**src/design/hdc_macros.svh**
```systemverilog
`ifndef HDC_MACROS_SVH
`define HDC_MACROS_SVH

// hypervector geometry
// number of dimensions in one hypervector
`define HDC_DIM 256

// one input word carries this many dimensions
`define HDC_CHUNK 32

// chunks per hypervector, HDC_DIM / HDC_CHUNK
`define HDC_CHUNKS 8

// width of the chunk index, log2 of HDC_CHUNKS
`define HDC_IDX_W 3

// per-dimension counter width, signed
// 12 bits holds up to 2047 votes either way
`define HDC_CNT_W 12

`endif
```
**src/design/hdc_hv_pkg.sv**
```systemverilog
`include "hdc_macros.svh"

package hdc_hv_pkg;

    // one chunk of dimension bits, bit j is dimension (idx * HDC_CHUNK + j)
    typedef logic [`HDC_CHUNK-1:0] chunk_t;

    // full hypervector
    // chunk c sits in bits [c*HDC_CHUNK +: HDC_CHUNK]
    typedef logic [`HDC_DIM-1:0] hv_t;

    // selects one chunk of a hypervector
    typedef logic [`HDC_IDX_W-1:0] chunk_idx_t;

    // completed vectors since the last clear
    // wraps silently past 65535
    typedef logic [15:0] vec_count_t;

endpackage

```
**src/design/hdc_ctrl_pkg.sv**
```systemverilog
`include "hdc_macros.svh"

package hdc_ctrl_pkg;

    // control operations carried in the top bits of a control word
    typedef enum logic [1:0] {
        op_nop     = 2'd0,
        op_clear   = 2'd1,
        op_set_idx = 2'd2
    } ctrl_op_e;

    // control word layout, msb first
    // op in [31:30], index in [29:27], rest unused
    typedef struct packed {
        ctrl_op_e                              op;
        hdc_hv_pkg::chunk_idx_t                idx;
        logic [`HDC_CHUNK-`HDC_IDX_W-3:0]      rsvd;
    } ctrl_word_t;

    // one input word, two readings
    // in_ctrl low -> data chunk
    // in_ctrl high -> control word
    typedef union packed {
        hdc_hv_pkg::chunk_t data;
        ctrl_word_t         ctrl;
    } in_word_u;

endpackage

```
**src/design/hv_store_if.sv**
```systemverilog
// loader to counter bank link
// every signal is registered on the loader side
interface hv_store_if;

    // chunk write strobe, one cycle per data word
    logic                   store;
    // chunk the strobe addresses
    hdc_hv_pkg::chunk_idx_t idx;
    // dimension bits for that chunk
    hdc_hv_pkg::chunk_t     bits;
    // zero all counters and the vector count
    logic                   clear;
    // last chunk of a vector, rides along with store
    logic                   vec_done;

    modport loader (
        output store, idx, bits, clear, vec_done
    );

    modport bank (
        input store, idx, bits, clear, vec_done
    );

endinterface

```
**src/design/hv_loader.sv**
```systemverilog
`default_nettype none

`include "hdc_macros.svh"

module hv_loader (
    input  wire logic                 clk,
    input  wire logic                 rst,
    input  wire logic                 in_valid,
    input  wire logic                 in_ctrl,
    input  wire hdc_ctrl_pkg::in_word_u in_word,
    hv_store_if.loader                st
);

    // next chunk a data word lands in
    hdc_hv_pkg::chunk_idx_t idx_r;

    // word kind, qualified by valid
    logic is_data;
    logic is_ctrl;

    assign is_data = in_valid && !in_ctrl;
    assign is_ctrl = in_valid && in_ctrl;

    // strobes and the chunk index
    always_ff @(posedge clk) begin
        if (rst) begin
            idx_r       <= '0;
            st.store    <= 1'b0;
            st.clear    <= 1'b0;
            st.vec_done <= 1'b0;
        end else begin
            // pulses by default
            st.store    <= 1'b0;
            st.clear    <= 1'b0;
            st.vec_done <= 1'b0;
            if (is_data) begin
                st.store    <= 1'b1;
                // wrap 7 -> 0 closes a vector
                st.vec_done <= (idx_r == hdc_hv_pkg::chunk_idx_t'(`HDC_CHUNKS - 1));
                idx_r       <= idx_r + 1'b1;
            end else if (is_ctrl) begin
                case (in_word.ctrl.op)
                    hdc_ctrl_pkg::op_clear: begin
                        st.clear <= 1'b1;
                        idx_r    <= '0;
                    end
                    hdc_ctrl_pkg::op_set_idx: begin
                        // takes effect for the next data word
                        idx_r <= in_word.ctrl.idx;
                    end
                    default: begin
                        // nop, nothing to do
                    end
                endcase
            end
        end
    end

    // chunk payload
    // only looked at while store is high
    always_ff @(posedge clk) begin
        if (is_data) begin
            st.bits <= in_word.data;
            st.idx  <= idx_r;
        end
    end

endmodule

`default_nettype wire

```
**src/flat_wrapper.sv**
```systemverilog
// flat-port wrapper written by rule: the top's interface ports become plain ports
module hv_loader_flat 
  (clk, rst, in_valid, in_ctrl, in_word, st_store, st_idx, st_bits, st_clear, st_vec_done);
  hv_store_if st_i ();
  input  wire logic clk;
  input  wire logic rst;
  input  wire logic in_valid;
  input  wire logic in_ctrl;
  input  wire hdc_ctrl_pkg::in_word_u in_word;
  output wire logic [$bits(st_i.store)-1:0] st_store;
  output wire logic [$bits(st_i.idx)-1:0] st_idx;
  output wire logic [$bits(st_i.bits)-1:0] st_bits;
  output wire logic [$bits(st_i.clear)-1:0] st_clear;
  output wire logic [$bits(st_i.vec_done)-1:0] st_vec_done;
  assign st_store = st_i.store;
  assign st_idx = st_i.idx;
  assign st_bits = st_i.bits;
  assign st_clear = st_i.clear;
  assign st_vec_done = st_i.vec_done;
  hv_loader u_core (.clk(clk), .rst(rst), .in_valid(in_valid), .in_ctrl(in_ctrl), .in_word(in_word), .st(st_i));
endmodule
```
**config.mk**
```make
export PLATFORM = sky130hd
export DESIGN_NAME = hv_loader_flat
export DESIGN_NICKNAME = d
export VERILOG_FILES = /design/src/design/hdc_hv_pkg.sv /design/src/design/hdc_ctrl_pkg.sv /design/src/design/hv_store_if.sv /design/src/design/hv_loader.sv /design/src/flat_wrapper.sv
export VERILOG_INCLUDE_DIRS = /design/src /design/src/design
export SDC_FILE = /design/constraint.sdc
export NUM_CORES = 1
export LEC_CHECK = 0
export ABC_AREA = 1
export ABC_CLOCK_PERIOD_IN_PS = 2600
export CAP_MARGIN = 20
export CORE_ASPECT_RATIO = 0.6
export CORE_UTILIZATION = 60
export CTS_BUF_LIST = sky130_fd_sc_hd__clkbuf_2
export CTS_CLUSTER_SIZE = 20
export DETAILED_ROUTE_END_ITERATION = 8
export DONT_BUFFER_PORTS = 1
export GPL_TIMING_DRIVEN = 0
export PLACE_DENSITY = 0.76
export SLEW_MARGIN = 0
export SYNTH_ARGS = -nofsm -noshare
export SYNTH_HDL_FRONTEND = slang
export SYNTH_SLANG_ARGS = --single-unit
export TNS_END_PERCENT = 100
```
**constraint.sdc**
```tcl
create_clock -name clk -period 2.6 [get_ports clk]
set_input_delay 0.26 -clock clk [delete_from_list [all_inputs] [get_ports clk]]
set_output_delay 0.26 -clock clk [all_outputs]
set_load 0.01 [all_outputs]
```
==> metrics <==
status=finished clean; placed instance area=0.00142 sq mm; total negative slack=0 ns; final-report max-slew violation count=0; Netlist cell types=14; chip height=39.2 um; Sink Count=41; TritonCTS clock tree=done; router iterations before antenna repair=4; Worst R2R Start=u_core.idx_r[0]; Routed Antenna Nets=0; GRT Total Usage=0.218; DP Wirelength=1.46 mm; Final Setup Violations=0; Starting Density=0.635; post-synthesis sequential area ratio=0.846; fill count=121; Final Critical Period=1.54 ns; nets=162; Tcrit/Tclk final=0.592; Ports=74; post-route cell area=0.00183 sq mm; Core Footprint=0.00218 sq mm; Critical Path Start=in_valid; routed wire length per instance=17.6 um; # H-tree levels=2; crit start category=input pin; Final Hold Vio Count=0; maximum clock path buffer count=2; FP Rows=13; die area=0.00251 sq mm; total power=1.14 mW; clock-pin slew on the worst setup and hold paths=0.18 ns; R2R Path End=u_core.idx_r[2]; R2R cell count=6; proportion of netlist area held by the largest area contributor=0.759; Mapped Nets=118; leakage=0.695 nW; max-capacitance violation count=0; critical path capture point=u_core.idx_r[1]; first-pass GRT wire length=3.50 mm; worst-margin pin slew=0.594 ns; CTS Buf Count=5; WL final=2.69 mm; kind of critical path=in2reg; f_max=649 MHz; number of global-route vias before repair=681; r2r setup slk=1.41 ns; Cell Pwr Density=623 mW/mm^2; root buf cell=clkbuf_2; grt ovf=0; antenna fix cells=0; Iter 0 DRT Violations=38; worst-skew pair later-pin latency=0.38 ns; mapped cell area=0.00139 sq mm; CTS-repair resized insts=0; Final GP Congestion=0.863; Worst EP required=2.91 ns; Slew headroom=0.604; CP Max Fanout=37; Critical Path End Type=flip-flop; Hold/Removal Path Class=in2reg; area grow syn2layout=32.3%; Mapped Cells=78; RSZ-0062 raised after global routing=no; Ys Warns=0; crit path DAT=1.85 ns; share of cells above drive strength 1=0.114; Area contributors post-synth=edfxtp_1, dfxtp_1, ha_1; worst hold slack=0.0325 ns; die width=64.0 um; area leader, netlist=edfxtp_1; detailed-route DRC error count=0; initial antenna violation count=0; peak supply drop=0.415 mV; Fin Clk Skew=0.000440 ns; via count=778; I/O Buffers=0; syn avg cell area=17.8 sq um; vias per cell=5.08; largest net degree at the start of global routing=38; register bit total from synthesis=41
## cells in the final DEF (no fill, tap or decap)
master	Yosys	final
clkbuf_2	0	6
nand3_2	1	1
nor3b_1	2	2
clkinv_2	2	4
ha_1	4	4
nor2_1	1	1
dlygate4sd3_1	0	37
inv_1	8	8
a21oi_1	2	2
nand2_1	9	9
nand3_1	5	5
a21oi_2	1	1
nand2_4	1	1
dfxtp_1	6	6
edfxtp_1	35	35
nand2_2	1	1
## worst min path at each step
stage,start,endpoint,slack (ns),cells past startpoint
3_5_place_dp,rst,u_core.idx_r[2],0.33,1
5_1_grt,rst,u_core.idx_r[1],0.01,3
3_3_place_gp,rst,u_core.idx_r[2],0.32,1
4_1_cts,rst,u_core.idx_r[0],0.01,3
6_report,rst,u_core.idx_r[1],0.03,3
2_1_floorplan,rst,u_core.idx_r[2],0.32,1
## power by group
group | switching (mW) | internal [mW]
sequential | 0.0359 | 0.761
combinational | 0.0365 | 0.0473
clock | 0.194 | 0.0676
total | 0.266 | 0.876
## cell families after synthesis
logic type,synth area share
DFF,0.846
and+or+nand+nor,0.0759
buffers and inverters,0.0289
adders and majority gates,0.0361
AOI/OAI and AO/OA,0.0136
## cells in the mapped netlist
master and count:
dfxtp_1 6, ha_1 4, nor3b_1 2, inv_1 8, nand2_1 9, nand3_1 5
nand2_2 1, nand2_4 1, edfxtp_1 35, nor2_1 1, a21oi_1 2, clkinv_2 2
a21oi_2 1, nand3_2 1
## area by class of cell
cell class              instances  area, sq um  area share
clock inverters                 2         10.0     0.00546
multi-input cells              27          174      0.0949
inverters                      10         40.0      0.0218
well taps                      30         37.5      0.0205
clock buffers                   6         30.0      0.0164
repair buffers                 37          370       0.202
flip-flops and latches         41         1170       0.639
## layer usage
layer | routed length [um] | track usage | up-vias | part of all wire
li1 | - | - | 365 | -
met5 | 0 | 0 | - | 0
met3 | 218 | 0.109 | 2 | 0.081
met4 | 16 | 0.0682 | 0 | 0.0059
met2 | 1400 | 0.388 | 41 | 0.52
met1 | 1060 | 0.234 | 370 | 0.39
## critical path: stages
cell and delay (ns):
dlygate4sd3_1 0.58, nand2_4 0.11, clkinv_2 0.48, nand2_1 0.20, nand3_1 0.10, nand2_1 0.08, inv_1 0.04
## stage by stage
step                 util  std cells  setup slack [ns]
finish              0.841        153              1.06
global route        0.841        153             0.978
CTS                 0.832        151              1.40
detailed placement  0.653        108              1.22
global placement    0.653        108              1.26
floorplan               -         78              1.43
## state kept, by name, summed over array words and instances (netlist names)
register / flops
u_core.st.store: 1
u_core.st.vec_done: 1
u_core.st.bits: 32
u_core.st.idx: 3
u_core.st.clear: 1
u_core.idx_r: 3
## timing repair
action | CTS | global route
hold buffers | 35 | 2
buffers inserted | 0 | 0
endpoints found under the hold margin | 36 | 3
Power figures use the tool's default switching activity.
