### src/design/hdc_macros.svh
`ifndef HDC_MACROS_SVH
`define HDC_MACROS_SVH

// hypervector geometry
// number of dimensions in one hypervector
`define HDC_DIM 256

// one input word carries this many dimensions
`define HDC_CHUNK 32

// chunks per hypervector, HDC_DIM / HDC_CHUNK
`define HDC_CHUNKS 8

// width of the chunk index, log2 of HDC_CHUNKS
`define HDC_IDX_W 3

// per-dimension counter width, signed
// 12 bits holds up to 2047 votes either way
`define HDC_CNT_W 12

`endif
### src/design/hdc_hv_pkg.sv
`include "hdc_macros.svh"

package hdc_hv_pkg;

    // one chunk of dimension bits, bit j is dimension (idx * HDC_CHUNK + j)
    typedef logic [`HDC_CHUNK-1:0] chunk_t;

    // full hypervector
    // chunk c sits in bits [c*HDC_CHUNK +: HDC_CHUNK]
    typedef logic [`HDC_DIM-1:0] hv_t;

    // selects one chunk of a hypervector
    typedef logic [`HDC_IDX_W-1:0] chunk_idx_t;

    // completed vectors since the last clear
    // wraps silently past 65535
    typedef logic [15:0] vec_count_t;

endpackage

### src/design/hv_readout.sv
`default_nettype none

`include "hdc_macros.svh"

module hv_readout (
    input  wire logic                   clk,
    input  wire logic                   rst,
    input  wire logic                   rd_en,
    input  wire hdc_hv_pkg::chunk_idx_t rd_idx,
    input  wire hdc_hv_pkg::hv_t        sign_vec,
    output logic                        rd_valid,
    output hdc_hv_pkg::chunk_t          rd_data
);

    // addressed chunk of the live sign vector
    hdc_hv_pkg::chunk_t rd_sel;

    assign rd_sel = sign_vec[rd_idx*`HDC_CHUNK +: `HDC_CHUNK];

    // one-cycle valid per read strobe
    always_ff @(posedge clk) begin
        if (rst) begin
            rd_valid <= 1'b0;
        end else begin
            rd_valid <= rd_en;
        end
    end

    // data holds until the next read
    always_ff @(posedge clk) begin
        if (rd_en) begin
            rd_data <= rd_sel;
        end
    end

endmodule

`default_nettype wire

### config.mk
export PLATFORM = sky130hd
export DESIGN_NAME = hv_readout
export DESIGN_NICKNAME = d
export VERILOG_FILES = /design/src/design/hdc_hv_pkg.sv /design/src/design/hv_readout.sv
export VERILOG_INCLUDE_DIRS = /design/src /design/src/design
export SDC_FILE = /design/constraint.sdc
export NUM_CORES = 1
export LEC_CHECK = 0
export BUFFER_PORTS_ARGS = -buffer_cell sky130_fd_sc_hd__buf_2
export CORE_AREA = 5 5 112 114
export CTS_BUF_LIST = sky130_fd_sc_hd__clkbuf_8
export CTS_CLUSTER_DIAMETER = 50
export DETAILED_ROUTE_END_ITERATION = 8
export DIE_AREA = 0 0 117 119
export GPL_TIMING_DRIVEN = 0
export SYNTH_ARGS = -nofsm -noshare
export SYNTH_HDL_FRONTEND = slang
export SYNTH_SLANG_ARGS = --single-unit
export TNS_END_PERCENT = 1
### constraint.sdc
create_clock -name clk -period 2.8 [get_ports clk]
set_input_delay 0.56 -clock clk [delete_from_list [all_inputs] [get_ports clk]]
set_output_delay 0.56 -clock clk [all_outputs]
set_load 0.02 [all_outputs]
==> flow_metrics.py, run 1 <==
metrics = {
    "global_route": {
        "grt_pass1_wl_mm": 17.5,
        "overflow": 0,
        "grt_pass1_vias": 3400,
        "antenna_found_initial": 0,
        "grt_util_all_layers_pct": 16.5,
        "grt_max_degree": 34,
    },
    "place": {
        "placed_cells": 582,
        "place_ws_ns": 0.447,
        "dpl.hpwl_mm": 10.0,
        "port_buffers": 291,
        "gp_congestion": 0.853,
    },
    "synthesis": {
        "yosysTopAreaCell": "mux4_1",
        "ys_warn_count": 0,
        "synth_cell_type_count": 10,
        "syn_nets": 410,
        "netlist_instances": 148,
        "netlist_area_um2": 3060,
        "ys_seq_elements": 33,
        "synth_top_area_share_pct": 34.3,
        "syn_area_per_cell_um2": 20.7,
        "synth-seq-area-share_pct": 32.1,
        "synth_area_leaders": "mux4_1 34%, edfxtp_1 31%, mux4_2 18%, mux2_2 12%, buf_6 2.6%",
    },
    "floorplanning": {
        "io_pins": 295,
        "chipWidth_um": 117,
        "initial_core_util_pct": 27.0,
        "die_y_um": 119,
        "rows": 39,
        "core_region_area_um2": 11300,
        "die-area_um2": 13900,
    },
    "clock_tree": {
        "ctsResizeCount": 0,
        "htreeDepth": 2,
        "tritoncts": "yes",
        "post-cts-setup-buffers": 0,
        "numCtsBuffers": 5,
        "cts.sinks": 33,
        "cts_hold_buf": 0,
        "path_clk_slew_ns": 0.06,
        "cts_buffer_depth": 2,
        "root_buffer": "clkbuf_8",
    },
    "job": {
        "maxCapViolCount": 0,
    },
    "timing": {
        "layout_min_cycle_time_ns": 2.00,
        "worst_pin_slew_ns": 0.803,
        "fin_setup_tns_ns": 0,
        "finalCritPeriodShare_pct": 71.5,
        "final-max-slew-violation-count": 0,
        "max_freq_mhz": 500,
        "maxSlewHeadroom_pct": 46.5,
        "setup_violations": 0,
        "rsz0062_at_grt": "no",
        "hold_violations": 0,
        "layout_setup_ws_ns": 0.798,
    },
    "worst_setup_path": {
        "path_delay_family": "buffers and inverters",
        "cp_num_buf_inv": 2,
        "worst-endpoint-required_ns": 2.83,
        "slowest_delay_ns": 0.56,
        "critical_path_class": "input pin to flop",
        "worst_path_max_delay_cell": "buf_1",
        "critical_path_arrival_ns": 2.03,
        "worstPathCellList": "buf_2 > buf_1 > mux4_2 > mux2_2",
        "critPathMaxFanout": 10,
        "startpoint": "rd_idx[2]",
        "end_kind": "flop",
        "start_kind": "input pin",
    },
    "routing": {
        "ant_nets": 0,
        "vias_per_cell": 4.92,
        "vias": 2903,
        "drtPass1Iterations": 4,
        "wl_per_cell_um": 20.2,
        "drt_iter0_drc": 111,
        "routed_wl_mm": 11.9,
        "drc": 0,
    },
    "finish": {
        "post-route-util_pct": 42.3,
        "nNetsFinal": 708,
        "antennaDiodeCount": 0,
        "layout.cells.non_filler": 590,
        "layout-drive-gt1-share_pct": 80.8,
        "syn2layout_area_growth_pct": 56.4,
        "mostFrequentLayoutCell": "buf_2",
        "layout_common_cells": "292 x buf_2, 40 x mux4_1, 32 x mux2_2, 32 x edfxtp_1, 24 x mux4_2",
    },
    "power_and_ir_drop": {
        "ir_drop_v": 0.000166,
        "leakage_nw": 2.28,
        "power_density_nw_per_um2": 338,
    },
    "min_path": {
        "min_path_type": "input pin to flop",
        "min_from": "rst",
    },
    "status": {
        "status": "finished clean",
    },
}
[synthesized netlist by cell type]
cell type	number
buf_1	7
buf_2	1
buf_6	7
clkbuf_1	3
dfxtp_1	1
edfxtp_1	32
mux2_2	32
mux4_1	40
mux4_2	24
nor2b_1	1
[worst paths after layout]
check | to | slack, ns | cells past startpoint
max | rd_data[22]$_DFFE_PP_ | 0.80 | 4
min | rd_valid$_SDFF_PP0_ | 0.44 | 2
[cell type report]
cell class                 instances  area (µm²)
multi-input combinational         97        1960
tap                              143         179
fill                            1057        6540
timing repair buffer             291        1460
buffer                            18         121
clock buffer                       6        82.6
sequential                        33         981
clock inverter                     2        7.51
[sequential cells by signal, indices dropped and copies added (netlist names)]
name	count
rd_valid	1
rd_data	32
[cells by family (layout without fill, tap and decap cells)]
family        after synthesis  after routing  share of synthesized area [%]
buf+inv                    18            317                           3.97
flops                      33             33                           32.1
mux                        96             96                           63.8
simple gates                1              1                          0.205
[per-layer routing]
metal | wire [µm] | share of wire, % | track usage [%]
met4 | 264 | 2.2 | 4.80
met2 | 6340 | 53 | 30.8
met1 | 4160 | 35 | 18.0
met3 | 1160 | 9.8 | 4.16
met5 | 0 | 0 | 0
[metrics by stage]
| stage | total power (W) | cell area [µm²] | hold WS (ns) |
|---|---|---|---|
| 6_report | 0.00162 | 4790 | 0.436 |
| 4_1_cts | 0.00165 | 4790 | 0.420 |
| 5_1_grt | 0.00171 | 4790 | 0.428 |
| 3_5_place_dp | 0.00127 | 4700 | 0.720 |
| 3_3_place_gp | 0.00125 | 4700 | 0.717 |
| 2_1_floorplan | 0.000973 | 3060 | 0.632 |
[power breakdown]
part / leakage (nW) / switching [W] / internal [W] / total [W]
clock: 0.0538 / 0.000180 / 0.000194 / 0.000374
combinational: 1.90 / 0.000258 / 0.000359 / 0.000617
sequential: 0.322 / 0.0000134 / 0.000614 / 0.000627
Note: power is estimated with default switching activity, not from simulation.
==> inputs of run 2 (changes only) <==
clock period = 1.9 ns   (was 2.8 ns; I/O delays follow)
==> flow_metrics.py, run 2 (synthesis gave the netlist of run 1 again) <==
metrics = {
    "status": {
        "status": "finished clean",
    },
    "worst_setup_path": {
        "critical_path_arrival_ns": 1.85,
        "critical_path_class": "input pin to flop",
        "worst-endpoint-required_ns": 1.94,
        "critPathMaxFanout": 10,
        "start_kind": "input pin",
        "end_kind": "flop",
    },
    "floorplanning": {
        "core_region_area_um2": 11300,
        "io_pins": 295,
        "die-area_um2": 13900,
        "initial_core_util_pct": 27.0,
        "die_y_um": 119,
        "rows": 39,
        "chipWidth_um": 117,
    },
    "finish": {
        "top_register": "rd_data",
        "mostFrequentLayoutCell": "buf_2",
        "fillers": 1057,
        "layout-drive-gt1-share_pct": 81.2,
        "reg_top3": "rd_data x32, rd_valid x1",
        "syn2layout_area_growth_pct": 56.5,
        "layout_common_cells": "292 x buf_2, 40 x mux4_1, 32 x mux2_2, 32 x edfxtp_1, 24 x mux4_2",
        "largest_reg_flops": 32,
        "nNetsFinal": 708,
        "antennaDiodeCount": 0,
    },
    "clock_tree": {
        "cts_hold_buf": 0,
        "tritoncts": "yes",
        "htreeDepth": 2,
        "cts_buffer_depth": 2,
        "root_buffer": "clkbuf_8",
        "path_clk_slew_ns": 0.07,
        "numCtsBuffers": 5,
        "post-cts-setup-buffers": 0,
        "cts.sinks": 33,
    },
    "routing": {
        "vias": 2903,
        "drt_iter0_drc": 111,
        "drc": 0,
        "routed_wl_mm": 11.9,
        "wl_met2_mm": 6.34,
        "wl_per_cell_um": 20.2,
        "vias_per_cell": 4.92,
        "wl_met3_mm": 1.16,
        "wl_met1_mm": 4.17,
        "ant_nets": 0,
        "drtPass1Iterations": 4,
        "highest_layer": "met4",
    },
    "timing": {
        "hold_violations": 0,
        "worst_pin_slew_ns": 0.803,
        "setup_violations": 0,
        "timing.hold.ws_ns": 0.256,
        "final-max-slew-violation-count": 0,
        "finalCritPeriodShare_pct": 95.5,
        "layout_min_cycle_time_ns": 1.82,
        "maxSlewHeadroom_pct": 46.5,
        "max_freq_mhz": 551,
        "layout_setup_ws_ns": 0.0848,
        "rsz0062_at_grt": "no",
    },
    "global_route": {
        "grt_pass1_vias": 3400,
        "grt_util_all_layers_pct": 16.5,
        "overflow": 0,
        "grt_pass1_wl_mm": 17.5,
        "antenna_found_initial": 0,
        "grt_max_degree": 34,
    },
    "place": {
        "gp_congestion": 0.853,
        "port_buffers": 291,
        "dpl.hpwl_mm": 10.0,
        "place_ws_ns": -0.273,
    },
    "power_and_ir_drop": {
        "leakage_nw": 2.29,
        "power_density_nw_per_um2": 498,
        "ir_drop_v": 0.000245,
    },
    "min_path": {
        "min_path_type": "input pin to flop",
    },
    "job": {
        "maxCapViolCount": 0,
    },
}
[run 2: stage by stage]
step / instances / util, % / total power, W / area (µm²) / setup TNS [ns]
final: 590 / 42.3 / 0.00238 / 4790 / 0
after floorplan: 148 / - / 0.00143 / 3060 / 0
after global routing: 590 / 42.3 / 0.00253 / 4790 / 0
after detailed placement: 582 / 41.5 / 0.00186 / 4700 / -6.51
after global placement: 582 / 41.5 / 0.00184 / 4700 / -5.40
after CTS: 590 / 42.3 / 0.00244 / 4790 / 0
[run 2: what timing repair did]
action | 4_1_cts | 5_1_grt
hold endpoints to repair | 0 | 0
gates resized for setup | 0 | 2
setup endpoints to repair | 0 | 10
[run 2: report_power, final]
part	switching, W	internal [W]	total (W)
logic	0.000380	0.000529	0.000909
registers	0.0000197	0.000905	0.000925
clock network	0.000266	0.000285	0.000551
total	0.000666	0.00172	0.00238
[run 2: final cells by class]
| cell class | count | area [µm²] | share of cell area [%] |
|---|---|---|---|
| buffer | 18 | 124 | 2.59 |
| sequential | 33 | 981 | 20.5 |
| multi-input combinational | 97 | 1960 | 40.9 |
| tap | 143 | 179 | 3.74 |
| clock inverter | 2 | 7.51 | 0.157 |
| timing repair buffer | 291 | 1460 | 30.4 |
| clock buffer | 6 | 82.6 | 1.72 |
[run 2: final timing paths]
kind,start,end,cells after the start
worst max-delay path,rd_idx[2],rd_data[13]$_DFFE_PP_,4
worst min-delay path,rst,rd_valid$_SDFF_PP0_,2
[run 2: layer usage]
layer  GRT usage [%]  up-vias
li1                -     1320
met1            18.0     1391
met2            30.8      173
met3            4.16       19
met4            4.80        0
met5               0        -
[run 2: worst max-delay path, cell delays in order]
cell,delay (ns)
buf_2,0.22
buf_1,0.55
mux4_1,0.40
mux2_2,0.29
